### config.mk
export PLATFORM = sky130hd
export DESIGN_NAME = axi_sram_bridge
export DESIGN_NICKNAME = d
export VERILOG_FILES = /design/src/logic/axi_bridge_pkg.sv /design/src/logic/read_arbiter.sv /design/src/logic/read_channel.sv /design/src/logic/write_channel.sv /design/src/logic/axi_sram_bridge.sv
export VERILOG_INCLUDE_DIRS = /design/src /design/src/logic
export SDC_FILE = /design/constraint.sdc
export NUM_CORES = 1
export LEC_CHECK = 0
export BUFFER_PORTS_ARGS = -buffer_cell sky130_fd_sc_hd__buf_4
export CORE_AREA = 2 2 331 333
export CTS_CLUSTER_SIZE = 30
export DETAILED_ROUTE_END_ITERATION = 7
export DIE_AREA = 0 0 333 335
export SLEW_MARGIN = 5
export SYNTH_ARGS = -nofsm -noshare
export SYNTH_HDL_FRONTEND = slang
export SYNTH_SLANG_ARGS = --single-unit
### constraint.sdc
create_clock -name clk -period 26.4 [get_ports clk]
set_input_delay 3.96 -clock clk [delete_from_list [all_inputs] [get_ports clk]]
set_output_delay 3.96 -clock clk [all_outputs]
set_load 0.05 [all_outputs]
### src/logic/axi_bridge_cfg.svh
`ifndef AXI_BRIDGE_CFG_SVH
`define AXI_BRIDGE_CFG_SVH

// bus widths
`define BRIDGE_ADDR_W 32
`define BRIDGE_DATA_W 32

// one cache line is a full 16-beat burst
`define BRIDGE_LINE_WORDS 16
`define BRIDGE_LINE_W 512

// read ids, also used to steer the return data
`define BRIDGE_ID_W 4
`define BRIDGE_ID_ICACHE 0
`define BRIDGE_ID_DCACHE 1

// AXI burst type codes
`define BRIDGE_BURST_FIXED 0
`define BRIDGE_BURST_INCR 1

`endif

### src/logic/axi_bridge_pkg.sv
`include "axi_bridge_cfg.svh"

package axi_bridge_pkg;

	typedef logic [`BRIDGE_ADDR_W-1:0] addr_t;
	typedef logic [`BRIDGE_DATA_W-1:0] data_t;
	typedef logic [`BRIDGE_DATA_W/8-1:0] strb_t;
	typedef logic [`BRIDGE_LINE_W-1:0] line_t;
	typedef logic [`BRIDGE_ID_W-1:0] axi_id_t;
	typedef logic [3:0] axi_len_t; // beats minus one
	typedef logic [2:0] axi_size_t;
	typedef logic [1:0] axi_burst_t;

	// sram-style cache side
	typedef struct packed {
		logic req;
		axi_size_t size;
		addr_t addr;
	} cache_rd_req_t;

	typedef struct packed {
		cache_rd_req_t rd;
		logic uncached; // single beat, fixed burst
	} dcache_rd_req_t;

	typedef struct packed {
		logic valid;
		logic last;
		data_t data;
	} cache_ret_t;

	typedef struct packed {
		logic req;
		logic uncached; // only the low word of line is sent
		axi_size_t size;
		strb_t wstrb;
		addr_t addr;
		line_t line;
	} cache_wr_req_t;

	// read command from arbiter to read engine
	typedef struct packed {
		axi_id_t id;
		addr_t addr;
		axi_size_t size;
		axi_len_t len;
		axi_burst_t burst;
	} rd_cmd_t;

	// AXI channels
	typedef struct packed {
		logic valid;
		axi_id_t id;
		addr_t addr;
		axi_len_t len;
		axi_size_t size;
		axi_burst_t burst;
	} axi_ar_t;

	typedef struct packed {
		logic valid;
		addr_t addr;
		axi_len_t len;
		axi_size_t size;
		axi_burst_t burst;
	} axi_aw_t;

	typedef struct packed {
		logic valid;
		data_t data;
		strb_t strb;
		logic last;
	} axi_w_t;

	typedef struct packed {
		logic valid;
		data_t data;
		logic last;
	} axi_r_t;

	// write in flight, for the read hazard check
	typedef struct packed {
		logic busy;
		addr_t addr;
	} wr_status_t;

endpackage

### src/logic/read_arbiter.sv
`include "axi_bridge_cfg.svh"

module read_arbiter (
	input logic clk,
	input logic rst,
	input axi_bridge_pkg::cache_rd_req_t icache_rd,
	input axi_bridge_pkg::dcache_rd_req_t dcache_rd,
	input logic rd_idle,
	input axi_bridge_pkg::wr_status_t wr_status,
	output logic icache_rd_rdy,
	output logic dcache_rd_rdy,
	output logic cmd_valid,
	output axi_bridge_pkg::rd_cmd_t cmd
);

	logic hazard_i;
	logic hazard_d;
	logic free;
	logic icache_acc;
	logic dcache_acc;
	axi_bridge_pkg::rd_cmd_t next_cmd;

	// a read to the line being written waits for the B response
	assign hazard_i = wr_status.busy && (icache_rd.addr == wr_status.addr);
	assign hazard_d = wr_status.busy && (dcache_rd.rd.addr == wr_status.addr);

	// cmd_valid cycle still shows the engine idle, so block it here
	assign free = rd_idle && !cmd_valid;

	assign icache_rd_rdy = free && !hazard_i;
	assign dcache_rd_rdy = free && !icache_rd.req && !hazard_d; // icache has priority

	assign icache_acc = icache_rd.req && icache_rd_rdy;
	assign dcache_acc = dcache_rd.rd.req && dcache_rd_rdy;

	always_comb begin
		if (icache_acc) begin
			next_cmd.id = axi_bridge_pkg::axi_id_t'(`BRIDGE_ID_ICACHE);
			next_cmd.addr = icache_rd.addr;
			next_cmd.size = icache_rd.size;
			next_cmd.len = axi_bridge_pkg::axi_len_t'(`BRIDGE_LINE_WORDS - 1);
			next_cmd.burst = axi_bridge_pkg::axi_burst_t'(`BRIDGE_BURST_INCR);
		end else begin
			next_cmd.id = axi_bridge_pkg::axi_id_t'(`BRIDGE_ID_DCACHE);
			next_cmd.addr = dcache_rd.rd.addr;
			next_cmd.size = dcache_rd.rd.size;
			if (dcache_rd.uncached) begin
				// uncached load is a single fixed beat
				next_cmd.len = '0;
				next_cmd.burst = axi_bridge_pkg::axi_burst_t'(`BRIDGE_BURST_FIXED);
			end else begin
				next_cmd.len = axi_bridge_pkg::axi_len_t'(`BRIDGE_LINE_WORDS - 1);
				next_cmd.burst = axi_bridge_pkg::axi_burst_t'(`BRIDGE_BURST_INCR);
			end
		end
	end

	always_ff @(posedge clk) begin
		if (!rst) begin
			cmd_valid <= 1'b0;
		end else begin
			cmd_valid <= icache_acc || dcache_acc; // one-cycle pulse
		end
	end

	always_ff @(posedge clk) begin
		if (icache_acc || dcache_acc) begin
			cmd <= next_cmd;
		end
	end

endmodule

### src/logic/read_channel.sv
`include "axi_bridge_cfg.svh"

module read_channel (
	input logic clk,
	input logic rst,
	input logic cmd_valid,
	input axi_bridge_pkg::rd_cmd_t cmd,
	input logic ar_ready,
	input axi_bridge_pkg::axi_r_t r,
	output axi_bridge_pkg::axi_ar_t ar,
	output logic rd_idle,
	output axi_bridge_pkg::cache_ret_t icache_ret,
	output axi_bridge_pkg::cache_ret_t dcache_ret
);

	typedef enum logic [1:0] {
		RD_IDLE,
		RD_ADDR,
		RD_DATA
	} rd_state_t;

	rd_state_t state;
	rd_state_t state_nxt;
	axi_bridge_pkg::rd_cmd_t cmd_q;
	logic beat;
	logic to_dcache;

	always_comb begin
		state_nxt = state;
		case (state)
			RD_IDLE: begin
				if (cmd_valid) begin
					state_nxt = RD_ADDR;
				end
			end
			RD_ADDR: begin
				if (ar_ready) begin
					state_nxt = RD_DATA;
				end
			end
			RD_DATA: begin
				if (r.valid && r.last) begin
					state_nxt = RD_IDLE; // burst done, next request may go
				end
			end
			default: state_nxt = RD_IDLE;
		endcase
	end

	always_ff @(posedge clk) begin
		if (!rst) begin
			state <= RD_IDLE;
		end else begin
			state <= state_nxt;
		end
	end

	// command held for the whole burst
	always_ff @(posedge clk) begin
		if (state == RD_IDLE && cmd_valid) begin
			cmd_q <= cmd;
		end
	end

	assign rd_idle = (state == RD_IDLE);

	assign ar.valid = (state == RD_ADDR);
	assign ar.id = cmd_q.id;
	assign ar.addr = cmd_q.addr;
	assign ar.len = cmd_q.len;
	assign ar.size = cmd_q.size;
	assign ar.burst = cmd_q.burst;

	// rready is tied high, every valid beat in DATA is taken
	assign beat = (state == RD_DATA) && r.valid;
	assign to_dcache = (cmd_q.id == axi_bridge_pkg::axi_id_t'(`BRIDGE_ID_DCACHE));

	assign icache_ret.valid = beat && !to_dcache;
	assign icache_ret.last = beat && !to_dcache && r.last;
	assign icache_ret.data = r.data;

	assign dcache_ret.valid = beat && to_dcache;
	assign dcache_ret.last = beat && to_dcache && r.last;
	assign dcache_ret.data = r.data;

endmodule

### src/logic/write_channel.sv
`include "axi_bridge_cfg.svh"

module write_channel (
	input logic clk,
	input logic rst,
	input axi_bridge_pkg::cache_wr_req_t dcache_wr,
	input logic aw_ready,
	input logic w_ready,
	input logic b_valid,
	output logic dcache_wr_rdy,
	output axi_bridge_pkg::axi_aw_t aw,
	output axi_bridge_pkg::axi_w_t w,
	output axi_bridge_pkg::wr_status_t wr_status
);

	localparam int BEAT_W = $clog2(`BRIDGE_LINE_WORDS);

	typedef enum logic [1:0] {
		WR_IDLE,
		WR_ADDR,
		WR_DATA,
		WR_RESP
	} wr_state_t;

	wr_state_t state;
	wr_state_t state_nxt;
	logic accept;
	logic w_fire;
	logic [BEAT_W-1:0] beat_cnt;

	// captured request
	axi_bridge_pkg::addr_t addr_q;
	axi_bridge_pkg::axi_size_t size_q;
	axi_bridge_pkg::strb_t wstrb_q;
	axi_bridge_pkg::line_t line_q; // word 0 always at the bottom
	logic uncached_q;

	assign dcache_wr_rdy = (state == WR_IDLE);
	assign accept = dcache_wr.req && dcache_wr_rdy;
	assign w_fire = w.valid && w_ready;

	always_comb begin
		state_nxt = state;
		case (state)
			WR_IDLE: begin
				if (accept) begin
					state_nxt = WR_ADDR;
				end
			end
			WR_ADDR: begin
				if (aw_ready) begin
					state_nxt = WR_DATA;
				end
			end
			WR_DATA: begin
				if (w_fire && w.last) begin
					state_nxt = WR_RESP;
				end
			end
			WR_RESP: begin
				// bready tied high
				if (b_valid) begin
					state_nxt = WR_IDLE;
				end
			end
			default: state_nxt = WR_IDLE;
		endcase
	end

	always_ff @(posedge clk) begin
		if (!rst) begin
			state <= WR_IDLE;
		end else begin
			state <= state_nxt;
		end
	end

	always_ff @(posedge clk) begin
		if (!rst) begin
			beat_cnt <= '0;
		end else if (accept) begin
			beat_cnt <= '0;
		end else if (w_fire) begin
			beat_cnt <= beat_cnt + 1'b1;
		end
	end

	always_ff @(posedge clk) begin
		if (accept) begin
			addr_q <= dcache_wr.addr;
			size_q <= dcache_wr.size;
			wstrb_q <= dcache_wr.wstrb;
			uncached_q <= dcache_wr.uncached;
		end
	end

	// shift one word down per accepted beat
	always_ff @(posedge clk) begin
		if (accept) begin
			line_q <= dcache_wr.line;
		end else if (w_fire) begin
			line_q <= {{`BRIDGE_DATA_W{1'b0}}, line_q[`BRIDGE_LINE_W-1:`BRIDGE_DATA_W]};
		end
	end

	assign aw.valid = (state == WR_ADDR);
	assign aw.addr = addr_q;
	assign aw.size = size_q;
	assign aw.len = uncached_q ? '0 : axi_bridge_pkg::axi_len_t'(`BRIDGE_LINE_WORDS - 1);
	assign aw.burst = uncached_q ? axi_bridge_pkg::axi_burst_t'(`BRIDGE_BURST_FIXED)
		: axi_bridge_pkg::axi_burst_t'(`BRIDGE_BURST_INCR);

	assign w.valid = (state == WR_DATA);
	assign w.data = line_q[`BRIDGE_DATA_W-1:0];
	assign w.strb = wstrb_q; // same strobe on every beat
	assign w.last = uncached_q || (beat_cnt == BEAT_W'(`BRIDGE_LINE_WORDS - 1));

	// held until the response, reads to addr_q wait on this
	assign wr_status.busy = (state != WR_IDLE);
	assign wr_status.addr = addr_q;

endmodule

### src/logic/axi_sram_bridge.sv
module axi_sram_bridge (
	input logic clk,
	input logic rst, // active low

	// instruction cache read port
	input axi_bridge_pkg::cache_rd_req_t icache_rd,
	output logic icache_rd_rdy,
	output axi_bridge_pkg::cache_ret_t icache_ret,

	// data cache read and write ports
	input axi_bridge_pkg::dcache_rd_req_t dcache_rd,
	output logic dcache_rd_rdy,
	output axi_bridge_pkg::cache_ret_t dcache_ret,
	input axi_bridge_pkg::cache_wr_req_t dcache_wr,
	output logic dcache_wr_rdy,

	// AXI read
	output axi_bridge_pkg::axi_ar_t ar,
	input logic ar_ready,
	input axi_bridge_pkg::axi_r_t r,

	// AXI write
	output axi_bridge_pkg::axi_aw_t aw,
	input logic aw_ready,
	output axi_bridge_pkg::axi_w_t w,
	input logic w_ready,
	input logic b_valid
);

	logic cmd_valid;
	logic rd_idle;
	axi_bridge_pkg::rd_cmd_t cmd;
	axi_bridge_pkg::wr_status_t wr_status;

	read_arbiter i_read_arbiter (
		.clk(clk),
		.rst(rst),
		.icache_rd(icache_rd),
		.dcache_rd(dcache_rd),
		.rd_idle(rd_idle),
		.wr_status(wr_status),
		.icache_rd_rdy(icache_rd_rdy),
		.dcache_rd_rdy(dcache_rd_rdy),
		.cmd_valid(cmd_valid),
		.cmd(cmd)
	);

	read_channel i_read_channel (
		.clk(clk),
		.rst(rst),
		.cmd_valid(cmd_valid),
		.cmd(cmd),
		.ar_ready(ar_ready),
		.r(r),
		.ar(ar),
		.rd_idle(rd_idle),
		.icache_ret(icache_ret),
		.dcache_ret(dcache_ret)
	);

	write_channel i_write_channel (
		.clk(clk),
		.rst(rst),
		.dcache_wr(dcache_wr),
		.aw_ready(aw_ready),
		.w_ready(w_ready),
		.b_valid(b_valid),
		.dcache_wr_rdy(dcache_wr_rdy),
		.aw(aw),
		.w(w),
		.wr_status(wr_status)
	);

endmodule

==> results by stage, run 1 <==
Clock network:
- TritonCTS built the clock tree.
- The insertion delay of the later-clocked pin in the worst-skew pair is 0.63 ns.
- The cts-stage hold buffer count is 0.
- The post-CTS setup buffer count is 0.
- Clock tree synthesis inserted a total of 75 buffers.
- The master cell of the clock root buffer is sky130_fd_sc_hd__clkbuf_16.
- The number of clock sinks is 635.
- The number of buffers between clock root and the deepest sink is 3.
- The number of levels the H-tree was split into is 3.
- The post-cts sizing count is 0.
- The clock transition time at the flip-flop clock pins of the worst setup and hold paths is 0.06 ns.

Critical path:
- The type of the worst setup path is primary input to output port.
- Counting stages on the worst path, the most repeated cell is sky130_fd_sc_hd__buf_4.
- The startpoint identified for the worst register-to-register timing path is i_write_channel.state[0]$_SDFFE_PN0P_.
- Along the worst path, the maximum fanout reaches 3.
- For the worst setup path, the data required time is 22.44 ns.
- The worst setup path is captured at an output port.
- The worst setup path is launched from a primary input.
- The length in cells of the worst reg-to-reg path is 10.
- The delay of the slowest cell on the worst path is 0.54 ns.
- Setup slack on the worst reg-to-reg path comes out at 21.38 ns.
- For this design, the slowest cell found on the critical path is sky130_fd_sc_hd__nor3_1.
- The data arrival time of the worst path is 5.80 ns.
- The endpoint of the most critical register-to-register path is i_write_channel.line_q[5]$_DFFE_PP_.
- Walking the worst path, the cells encountered are buf_4 -> xor2_1 -> nor4_1 -> nand4_1 -> nor3_1 -> nor3b_1 -> buf_4.

Global routing:
- In the global route stage, overall resource usage came out at 15.6%.
- The initial antenna violation count is 18.
- The maximum number of pins on one net before global-route repair is 192.
- The aggregate global routing overflow is 0.
- The number of global-route vias before repair came to 19500.
- The global-route wire length before repair is 128000 µm.

Drt:
- Using the TritonRoute via totals, the vias-per-cell ratio works out to 4.21.
- The remaining antenna violation count after routing is 0.
- The detailed-router iteration count before antenna repair is 5.
- After the first detailed-routing iteration, the DRC count stood at 1439.
- The total vias in the final route is 19500.
- For this run, design rule violations remaining after detail routing come to 0.
- The routed length per placed instance is 19.5 µm.
- The routed design has 90100 µm of wire.

STA:
- The final max-slew violation count is 0.
- In the finished design, the share of the clock period the worst path needs comes to 37.0%.
- Derived from the worst setup path, the maximum achievable clock frequency is 0.102 GHz.
- In the final timing run, aggregate negative setup slack is 0 ns.
- Setup repair after global routing left no endpoint under its margin.
- The number of setup violations in the final report is 0.
- Measured against its own limit, the worst slew margin works out to 22.7%.
- For the pin with the worst max-slew slack, the measured transition is 1.16 ns.
- The total count of hold-check failures in the final report is 0.
- The setup clock skew after layout is 0.0217 ns.
- The minimum period implied by the final worst setup slack is 9.76 ns.

Power and ir drop:
- In this run the static leakage power is 16.0 nW.
- The worst-case IR drop observed on VDD is 0.0672 mV.
- Dividing total power by cell area gives a power density of 116 mW/mm².

Layout:
- In the layout the commonest cells are sky130_fd_sc_hd__nand2_1, sky130_fd_sc_hd__buf_4, sky130_fd_sc_hd__edfxtp_1.
- At the end of the flow the core is filled with cells to 33.5%.
- The count of filler cells inserted in the layout is 11100.
- The cell area after layout is 0.0362 mm².
- In the final layout, the share of cells above drive strength 1 is 28.4%.
- Registers take 0.0190 mm².
- The most common cell after layout, fill and taps aside is sky130_fd_sc_hd__nand2_1.
- For this run, the post-layout net count is 3828.
- In the final layout, the multi-input gates occupy 0.00713 mm².
- The relative area change from synthesis to final layout is 32.3%.

Logic synthesis:
- Summing the areas of all fa, ha and maj instances in the mapped netlist gives 0.274% of the synthesized area.
- The yosys synthesis warning count is 0.
- The number of enable-type register cells in the synthesized netlist is 626.
- The post-synthesis instance area is 0.0274 mm².
- Of the total synthesized cell area, the portion taken by AND, OR, NAND and NOR gates is 21.6%.
- The netlist uses 37 different library cells.
- For this run, asynchronously set or reset flops after synthesis account for 0%.
- Synthesis produced 2522 cells.
- The post-synthesis compound-gate area fraction is 0.320%.
- A synthesized cell averages 10.9 µm².
- After synthesis the netlist holds a flip-flop and latch count of 635.
- The share of the yosys chip area belonging to registers is 69.3%.
- The most common flop cell mapped by yosys is sky130_fd_sc_hd__edfxtp_1.
- After synthesis, the share of cell area in mux cells is 1.48%.
- The XOR/XNOR share of the synthesized area is 2.11%.
- After synthesis, the largest family of logic cells by area is simple AND/OR/NAND/NOR gates.

Floorplanning:
- In this run the standard cell core region covers 0.108 mm².
- The vertical die dimension is 335 µm.
- Once the floorplan was initialized, standard cells occupied 25.3% of the core.
- During I/O placement, the number of pins put on the boundary was 863.
- The die width is 333 µm.
- The die outline area is 0.112 mm².
- The initialized floorplan defines 121 standard-cell rows.

Hold path:
- The startpoint of the tightest hold check path is i_read_arbiter.cmd[11]$_DFFE_PP_.
- The path with the worst hold slack has its endpoint at i_read_channel.ar[11]$_DFFE_PP_.
- The worst hold path passes through 0 cells.
- The type of the worst min-delay path is flip-flop to flip-flop.

Placed design:
- In this run the cell area measured after placement is 0.0338 mm².
- The number of input and output port buffers inserted is 761.
- The HPWL after detailed placement is 67000 µm.
- The final weighted congestion in routability-driven placement is 0.890.

Run:
- The count of maximum capacitance violations is 0.

Status:
- The flow ran to the end, and the final reports show no timing, DRC or antenna violations.
## worst max-delay path, delay by kind of cell
kind / cells / cell delay, ns
xor gates and xnor gates: 1 / 0.14
buffers and inverters: 2 / 0.34
and+or+nand+nor: 4 / 1.34
## Yosys cell counts (2+ instances only)
library cell               instances  area, µm²
sky130_fd_sc_hd__nor4_1           12       75.1
sky130_fd_sc_hd__nor2_1            8       30.0
sky130_fd_sc_hd__buf_4           112        841
sky130_fd_sc_hd__xnor2_1           8       70.1
sky130_fd_sc_hd__buf_6             2       22.5
sky130_fd_sc_hd__mux2_2           18        203
sky130_fd_sc_hd__a21oi_1           3       15.0
sky130_fd_sc_hd__o21ai_0           2       10.0
sky130_fd_sc_hd__nand3_1           7       35.0
sky130_fd_sc_hd__nand2_1        1449       5440
sky130_fd_sc_hd__dfxtp_1           9        180
sky130_fd_sc_hd__nor2b_1           6       37.5
sky130_fd_sc_hd__edfxtp_1        626      18800
sky130_fd_sc_hd__xor2_1           58        508
sky130_fd_sc_hd__buf_2             9       45.0
sky130_fd_sc_hd__or3_1             3       18.8
sky130_fd_sc_hd__and3_1           32        200
sky130_fd_sc_hd__clkbuf_1        104        390
sky130_fd_sc_hd__nand4_1           4       25.0
sky130_fd_sc_hd__nor3_1            5       25.0
sky130_fd_sc_hd__inv_1             7       26.3
sky130_fd_sc_hd__ha_1              6       75.1
sky130_fd_sc_hd__nor3b_1           2       15.0
sky130_fd_sc_hd__mux2_1           17        191
## layer usage
metal | track usage, % | routed length [µm]
met5 | 0 | 102
met1 | 18.9 | 36300
met4 | 5.19 | 2290
met3 | 6.71 | 9610
met2 | 24.9 | 41800
## logic make-up (layout without fill, tap and decap cells)
logic type,count (synthesis),after routing
AND/OR/NAND/NOR,1531,1531
buffers and inverters,235,922
adder cells (fa/ha/maj),6,6
flip-flops,635,635
other,1,12
AO/OA/AOI/OAI,12,12
XOR/XNOR,66,66
multiplexers,36,36
## worst max-delay path by stage
stage              startpoint                                   to  depth (start not counted)
2_1_floorplan  dcache_wr[552]  i_write_channel.line_q[0]$_DFFE_PP_                          4
3_3_place_gp    dcache_rd[31]                        dcache_rd_rdy                          7
3_5_place_dp    dcache_rd[31]                        dcache_rd_rdy                          7
4_1_cts         dcache_rd[31]                        dcache_rd_rdy                          7
5_1_grt         dcache_rd[31]                        dcache_rd_rdy                          7
6_report        dcache_rd[31]                        dcache_rd_rdy                          7
## flip-flops by register name, indices dropped and copies added, names as in the netlist
name,count
i_read_arbiter.cmd,37
i_read_arbiter.cmd_valid,1
i_read_channel.ar,37
i_read_channel.state,2
i_write_channel.addr_q,32
i_write_channel.beat_cnt,4
i_write_channel.line_q,512
i_write_channel.size_q,3
i_write_channel.state,2
i_write_channel.uncached_q,1
i_write_channel.wstrb_q,4
## report_power, final
part / internal, W / switching [W] / leakage, nW
clock: 0.000610 / 0.000426 / 1.19
combinational: 0.000349 / 0.000904 / 8.75
sequential: 0.00176 / 0.000151 / 6.11
## through the flow
stage          cells  hold WS, ns  power, W  setup WS [ns]
4_1_cts         4627        0.414   0.00428          16.64
3_3_place_gp    4493        0.400   0.00320          16.60
2_1_floorplan   2526        0.400   0.00297           9.76
5_1_grt         4631        0.424   0.00447          16.52
6_report        4634        0.416   0.00420          16.64
3_5_place_dp    4493        0.405   0.00322          16.65
## final cells by class
| type | count | share of cell area [%] |
|---|---|---|
| sequential | 635 | 52.4 |
| multi-input combinational | 1656 | 19.7 |
| timing repair buffer | 781 | 16.2 |
| clock buffer | 89 | 5.50 |
| tap | 1414 | 4.88 |
| clock inverter | 45 | 1.20 |
| inverter | 7 | 0.0932 |
| antenna | 7 | 0.0483 |
(Power assumes the default switching activity.)
==> inputs of run 2 (changes only) <==
--- a/config.mk
+++ b/config.mk
@@ -7,10 +7,10 @@
 export NUM_CORES = 1
 export LEC_CHECK = 0
 export BUFFER_PORTS_ARGS = -buffer_cell sky130_fd_sc_hd__buf_4
-export CORE_AREA = 2 2 331 333
+export CORE_AREA = 2 2 334 336
 export CTS_CLUSTER_SIZE = 30
 export DETAILED_ROUTE_END_ITERATION = 7
-export DIE_AREA = 0 0 333 335
+export DIE_AREA = 0 0 336 338
 export SLEW_MARGIN = 5
 export SYNTH_ARGS = -nofsm -noshare
 export SYNTH_HDL_FRONTEND = slang
==> constraint.sdc (replaced) <==
create_clock -name clk -period 9.6 [get_ports clk]
set_input_delay 1.44 -clock clk [delete_from_list [all_inputs] [get_ports clk]]
set_output_delay 1.44 -clock clk [all_outputs]
set_load 0.05 [all_outputs]
==> run 2 against run 1 <==
Against the previous run:
- clock skew is 0.015 ns higher
- flip-flop and latch count unchanged
- die area increased by 1.8%
- core utilization fell by 0.45 points
- cell area is 0.44% higher
- sequential power grew to 2.8 times the previous value
- clock power rose to 2.8 times the previous value
- global-route usage shrank 0.88 points
- sequential share of layout area decreased by 0.23 points
- first-iteration DRC count is 1.8% higher
- hold slack lost 0.0091 ns
- count of clock-buffer cells in the layout down 7
- largest power group unchanged
- highest routed layer unchanged
==> results by stage, run 2 (synthesized netlist as in run 1, its figures left out) <==
Status:
- The flow ran to the end, and the final reports show no timing, DRC or antenna violations.

Drt:
- The total vias in the final route came to 19400 (-0.40%).
- The detailed-route vias per instance came to 4.13 (-1.9%).
- The number of design rule violations left after detail routing is 0 (unchanged).
- The detailed-router iteration count before antenna repair was 5 (unchanged).
- The remaining antenna violation count after routing is 0 (unchanged).
- The routed length per placed instance is 18.5 µm (-5.1%).
- The initial DRC count is 1465 (+1.8%).
- The final wirelength is 86900 µm (-3.6%).

Placed design:
- The post-place setup slack was 4.36 ns (-12.29 ns).
- The final weighted congestion in routability-driven placement was 0.864 (-2.9%).
- The number of input and output port buffers inserted was 761 (unchanged).
- The HPWL after detailed placement is 64000 µm (-4.5%).

Clock network:
- The master cell of the clock root buffer is sky130_fd_sc_hd__clkbuf_16.
- The number of buffers between clock root and the deepest sink is 3 (unchanged).
- The cts-stage hold buffer count was 0 (unchanged).
- The clock transition time at the flip-flop clock pins of the worst setup and hold paths is 0.06 ns (about the same).
- The number of levels the H-tree was split into was 3 (unchanged).
- The number of buffers created by CTS is 75 (unchanged).
- The number of clock sinks was 635 (unchanged).
- The post-CTS setup buffer count is 0 (unchanged).
- The insertion delay of the later-clocked pin in the worst-skew pair came to 0.64 ns (about the same).
- The post-cts sizing count came to 0 (unchanged).
- The TritonCTS clock tree is done.

Power and ir drop:
- The post-route total power was 0.0116 W (+180%).
- The cell area power density is 319 mW/mm² (+170%).
- The worst-case vdd ir drop came to 0.207 mV (+210%).
- The leakage dissipation is 16.0 nW (about the same).

Layout:
- In the layout the commonest cells are sky130_fd_sc_hd__nand2_1, sky130_fd_sc_hd__buf_4, sky130_fd_sc_hd__edfxtp_1.
- The flip-flop count of the largest register after layout is 512 (unchanged).
- The ratio of cells with drive above 1 in the final layout is 28.4% (+0.044 points).
- The number of nets in the layout came to 3823 (-0.13%).
- The register ranked first by flip-flop count is i_write_channel.line_q.
- The library cell used most frequently in the layout, excluding fill and tap cells, is sky130_fd_sc_hd__nand2_1.
- The relative area change from synthesis to final layout is 32.9%.
- The end-of-flow core utilization was 33.1% (-0.45 points).

Critical path:
- The count of buffering cells on the critical path with inverters included was 2 (unchanged).
- The type of the worst setup path is primary input to output port.
- The cell type of the slowest stage on the worst timing path is sky130_fd_sc_hd__nor4_1.
- The delay of the slowest cell on the worst path is 0.72 ns (+0.18 ns).
- The element type at the critical path end is an output port.
- The endpoint of the most critical register-to-register path is i_write_channel.line_q[118]$_DFFE_PP_.
- Among the stages of the critical path, the cell type that occurs most often is sky130_fd_sc_hd__buf_4.
- The data arrival time of the worst path is 3.61 ns (-2.19 ns).
- The length in cells of the worst reg-to-reg path is 8 (-2).
- Traced cell by cell, the critical path runs through buf_4 -> xor2_1 -> nor4_1 -> nand4_1 -> nor3_1 -> nor3b_1 -> buf_4.
- The cell class contributing the biggest share of worst-path delay is simple AND/OR/NAND/NOR gates.
- The biggest fanout along the worst timing path came to 3 (unchanged).
- The setup slack on the worst flop-to-flop path was 5.42 ns (-15.96 ns).
- The worst endpoint required time is 8.16 ns (-14.28 ns).
- The worst register-to-register path begins at i_write_channel.state[0]$_SDFFE_PN0P_.
- The worst setup path is launched from a primary input.

Global routing:
- The maximum number of pins on one net before global-route repair was 187 (-2.6%).
- The aggregate global routing overflow is 0 (unchanged).
- The number of global-route vias before repair was 19400 (-0.44%).
- The global router's overall resource usage is 14.8% (-0.88 points).
- The global-route wire length before repair is 124000 µm (-3.5%).
- The initial antenna violation count is 22 (+4).

Floorplanning:
- The die outline area is 0.114 mm² (+1.8%).
- The I/O pin count is 863 (unchanged).
- The core area is 0.110 mm² (+1.8%).
- The standard-cell row count was 122 (+0.83%).
- The initial standard-cell utilization of the core is 24.9% (-0.45 points).
- The vertical die dimension was 338 µm (+0.90%).
- The die width is 336 µm (+0.90%).

STA:
- The worst path needs 5.05 ns of the cycle, external delays included.
- The setup clock skew after layout is 0.0366 ns (+0.0149 ns).
- The post-route setup TNS is 0 ns (unchanged).
- Derived from the worst setup path, the maximum achievable clock frequency is 0.198 GHz.
- The slew at the pin with the worst max-slew slack is 1.24 ns (+0.0779 ns).
- Setup repair after global routing left no endpoint under its margin.
- The number of setup violations in the final report is 0 (unchanged).
- Of the available clock period, the critical path in the final layout requires 52.6%.
- The setup slack after layout is 4.55 ns (-12.10 ns).
- The worst slew margin relative to its limit is 17.5% (-5.2 points).
- The total count of hold-check failures in the final report is 0 (unchanged).
- The final max-slew violation count is 0 (unchanged).

Hold path:
- In this run the worst hold path is classified as flip-flop to flip-flop.
- For hold timing, the worst endpoint is i_read_channel.ar[9]$_DFFE_PP_.
- The number of stages on the worst hold path is 0 (unchanged).
- The startpoint of the tightest hold check path is i_read_arbiter.cmd[9]$_DFFE_PP_.

Run:
- The count of maximum capacitance violations is 0 (unchanged).
-- run 2: where the power goes --
part	switching, W	leakage, nW	internal (W)
Combinational	0.00244	8.74	0.000970
Clock	0.00123	1.20	0.00165
Sequential	0.000469	6.11	0.00485
Total	0.00413	16.0	0.00747
-- run 2: worst max-delay path by stage --
stage / start / to / slack [ns] / depth (start not counted)
after floorplan: dcache_wr[552] / i_write_channel.line_q[0]$_DFFE_PP_ / 0.74 / 4
after global placement: dcache_wr[552] / i_write_channel.line_q[85]$_DFFE_PP_ / 4.42 / 7
after detailed placement: dcache_wr[552] / i_write_channel.line_q[118]$_DFFE_PP_ / 4.36 / 7
after CTS: dcache_rd[31] / dcache_rd_rdy / 4.58 / 7
after global routing: dcache_rd[31] / dcache_rd_rdy / 4.56 / 7
final: dcache_rd[31] / dcache_rd_rdy / 4.55 / 7
-- run 2: layout make-up --
cell class | count | area (µm²)
fillers | 11200 | 73700
inverters | 7 | 33.8
clock inverters | 52 | 566
multi-input cells | 1656 | 7140
well taps | 1488 | 1860
diodes | 10 | 25.0
repair buffers | 776 | 5900
flip-flops and latches | 635 | 19000
clock buffers | 82 | 1900
-- run 2: per-layer routing --
metal  up-vias  GRT usage (%)  share of wire, %
li1       9449              -                 -
met1      9077           17.9                40
met2       794           23.8                47
met3       100           6.05                11
met4        10           4.68               2.1
met5         -              0             0.069
-- run 2: metrics by stage --
stage | cells | hold slack (ns) | instance area [µm²]
3_3_place_gp | 4562 | 0.400 | 33900
3_5_place_dp | 4562 | 0.405 | 33900
4_1_cts | 4696 | 0.406 | 36400
5_1_grt | 4702 | 0.419 | 36400
2_1_floorplan | 2526 | 0.400 | 27400
6_report | 4706 | 0.407 | 36400
-- run 2: worst reg2reg max path: stages (launching register included) --
cell	delay, ns
sky130_fd_sc_hd__dfxtp_1	0.39
sky130_fd_sc_hd__inv_1	0.10
sky130_fd_sc_hd__ha_1	0.25
sky130_fd_sc_hd__nand2_4	0.61
sky130_fd_sc_hd__buf_4	0.75
sky130_fd_sc_hd__buf_4	0.89
sky130_fd_sc_hd__buf_4	0.78
sky130_fd_sc_hd__nand2_1	0.20
sky130_fd_sc_hd__nand2_1	0.09
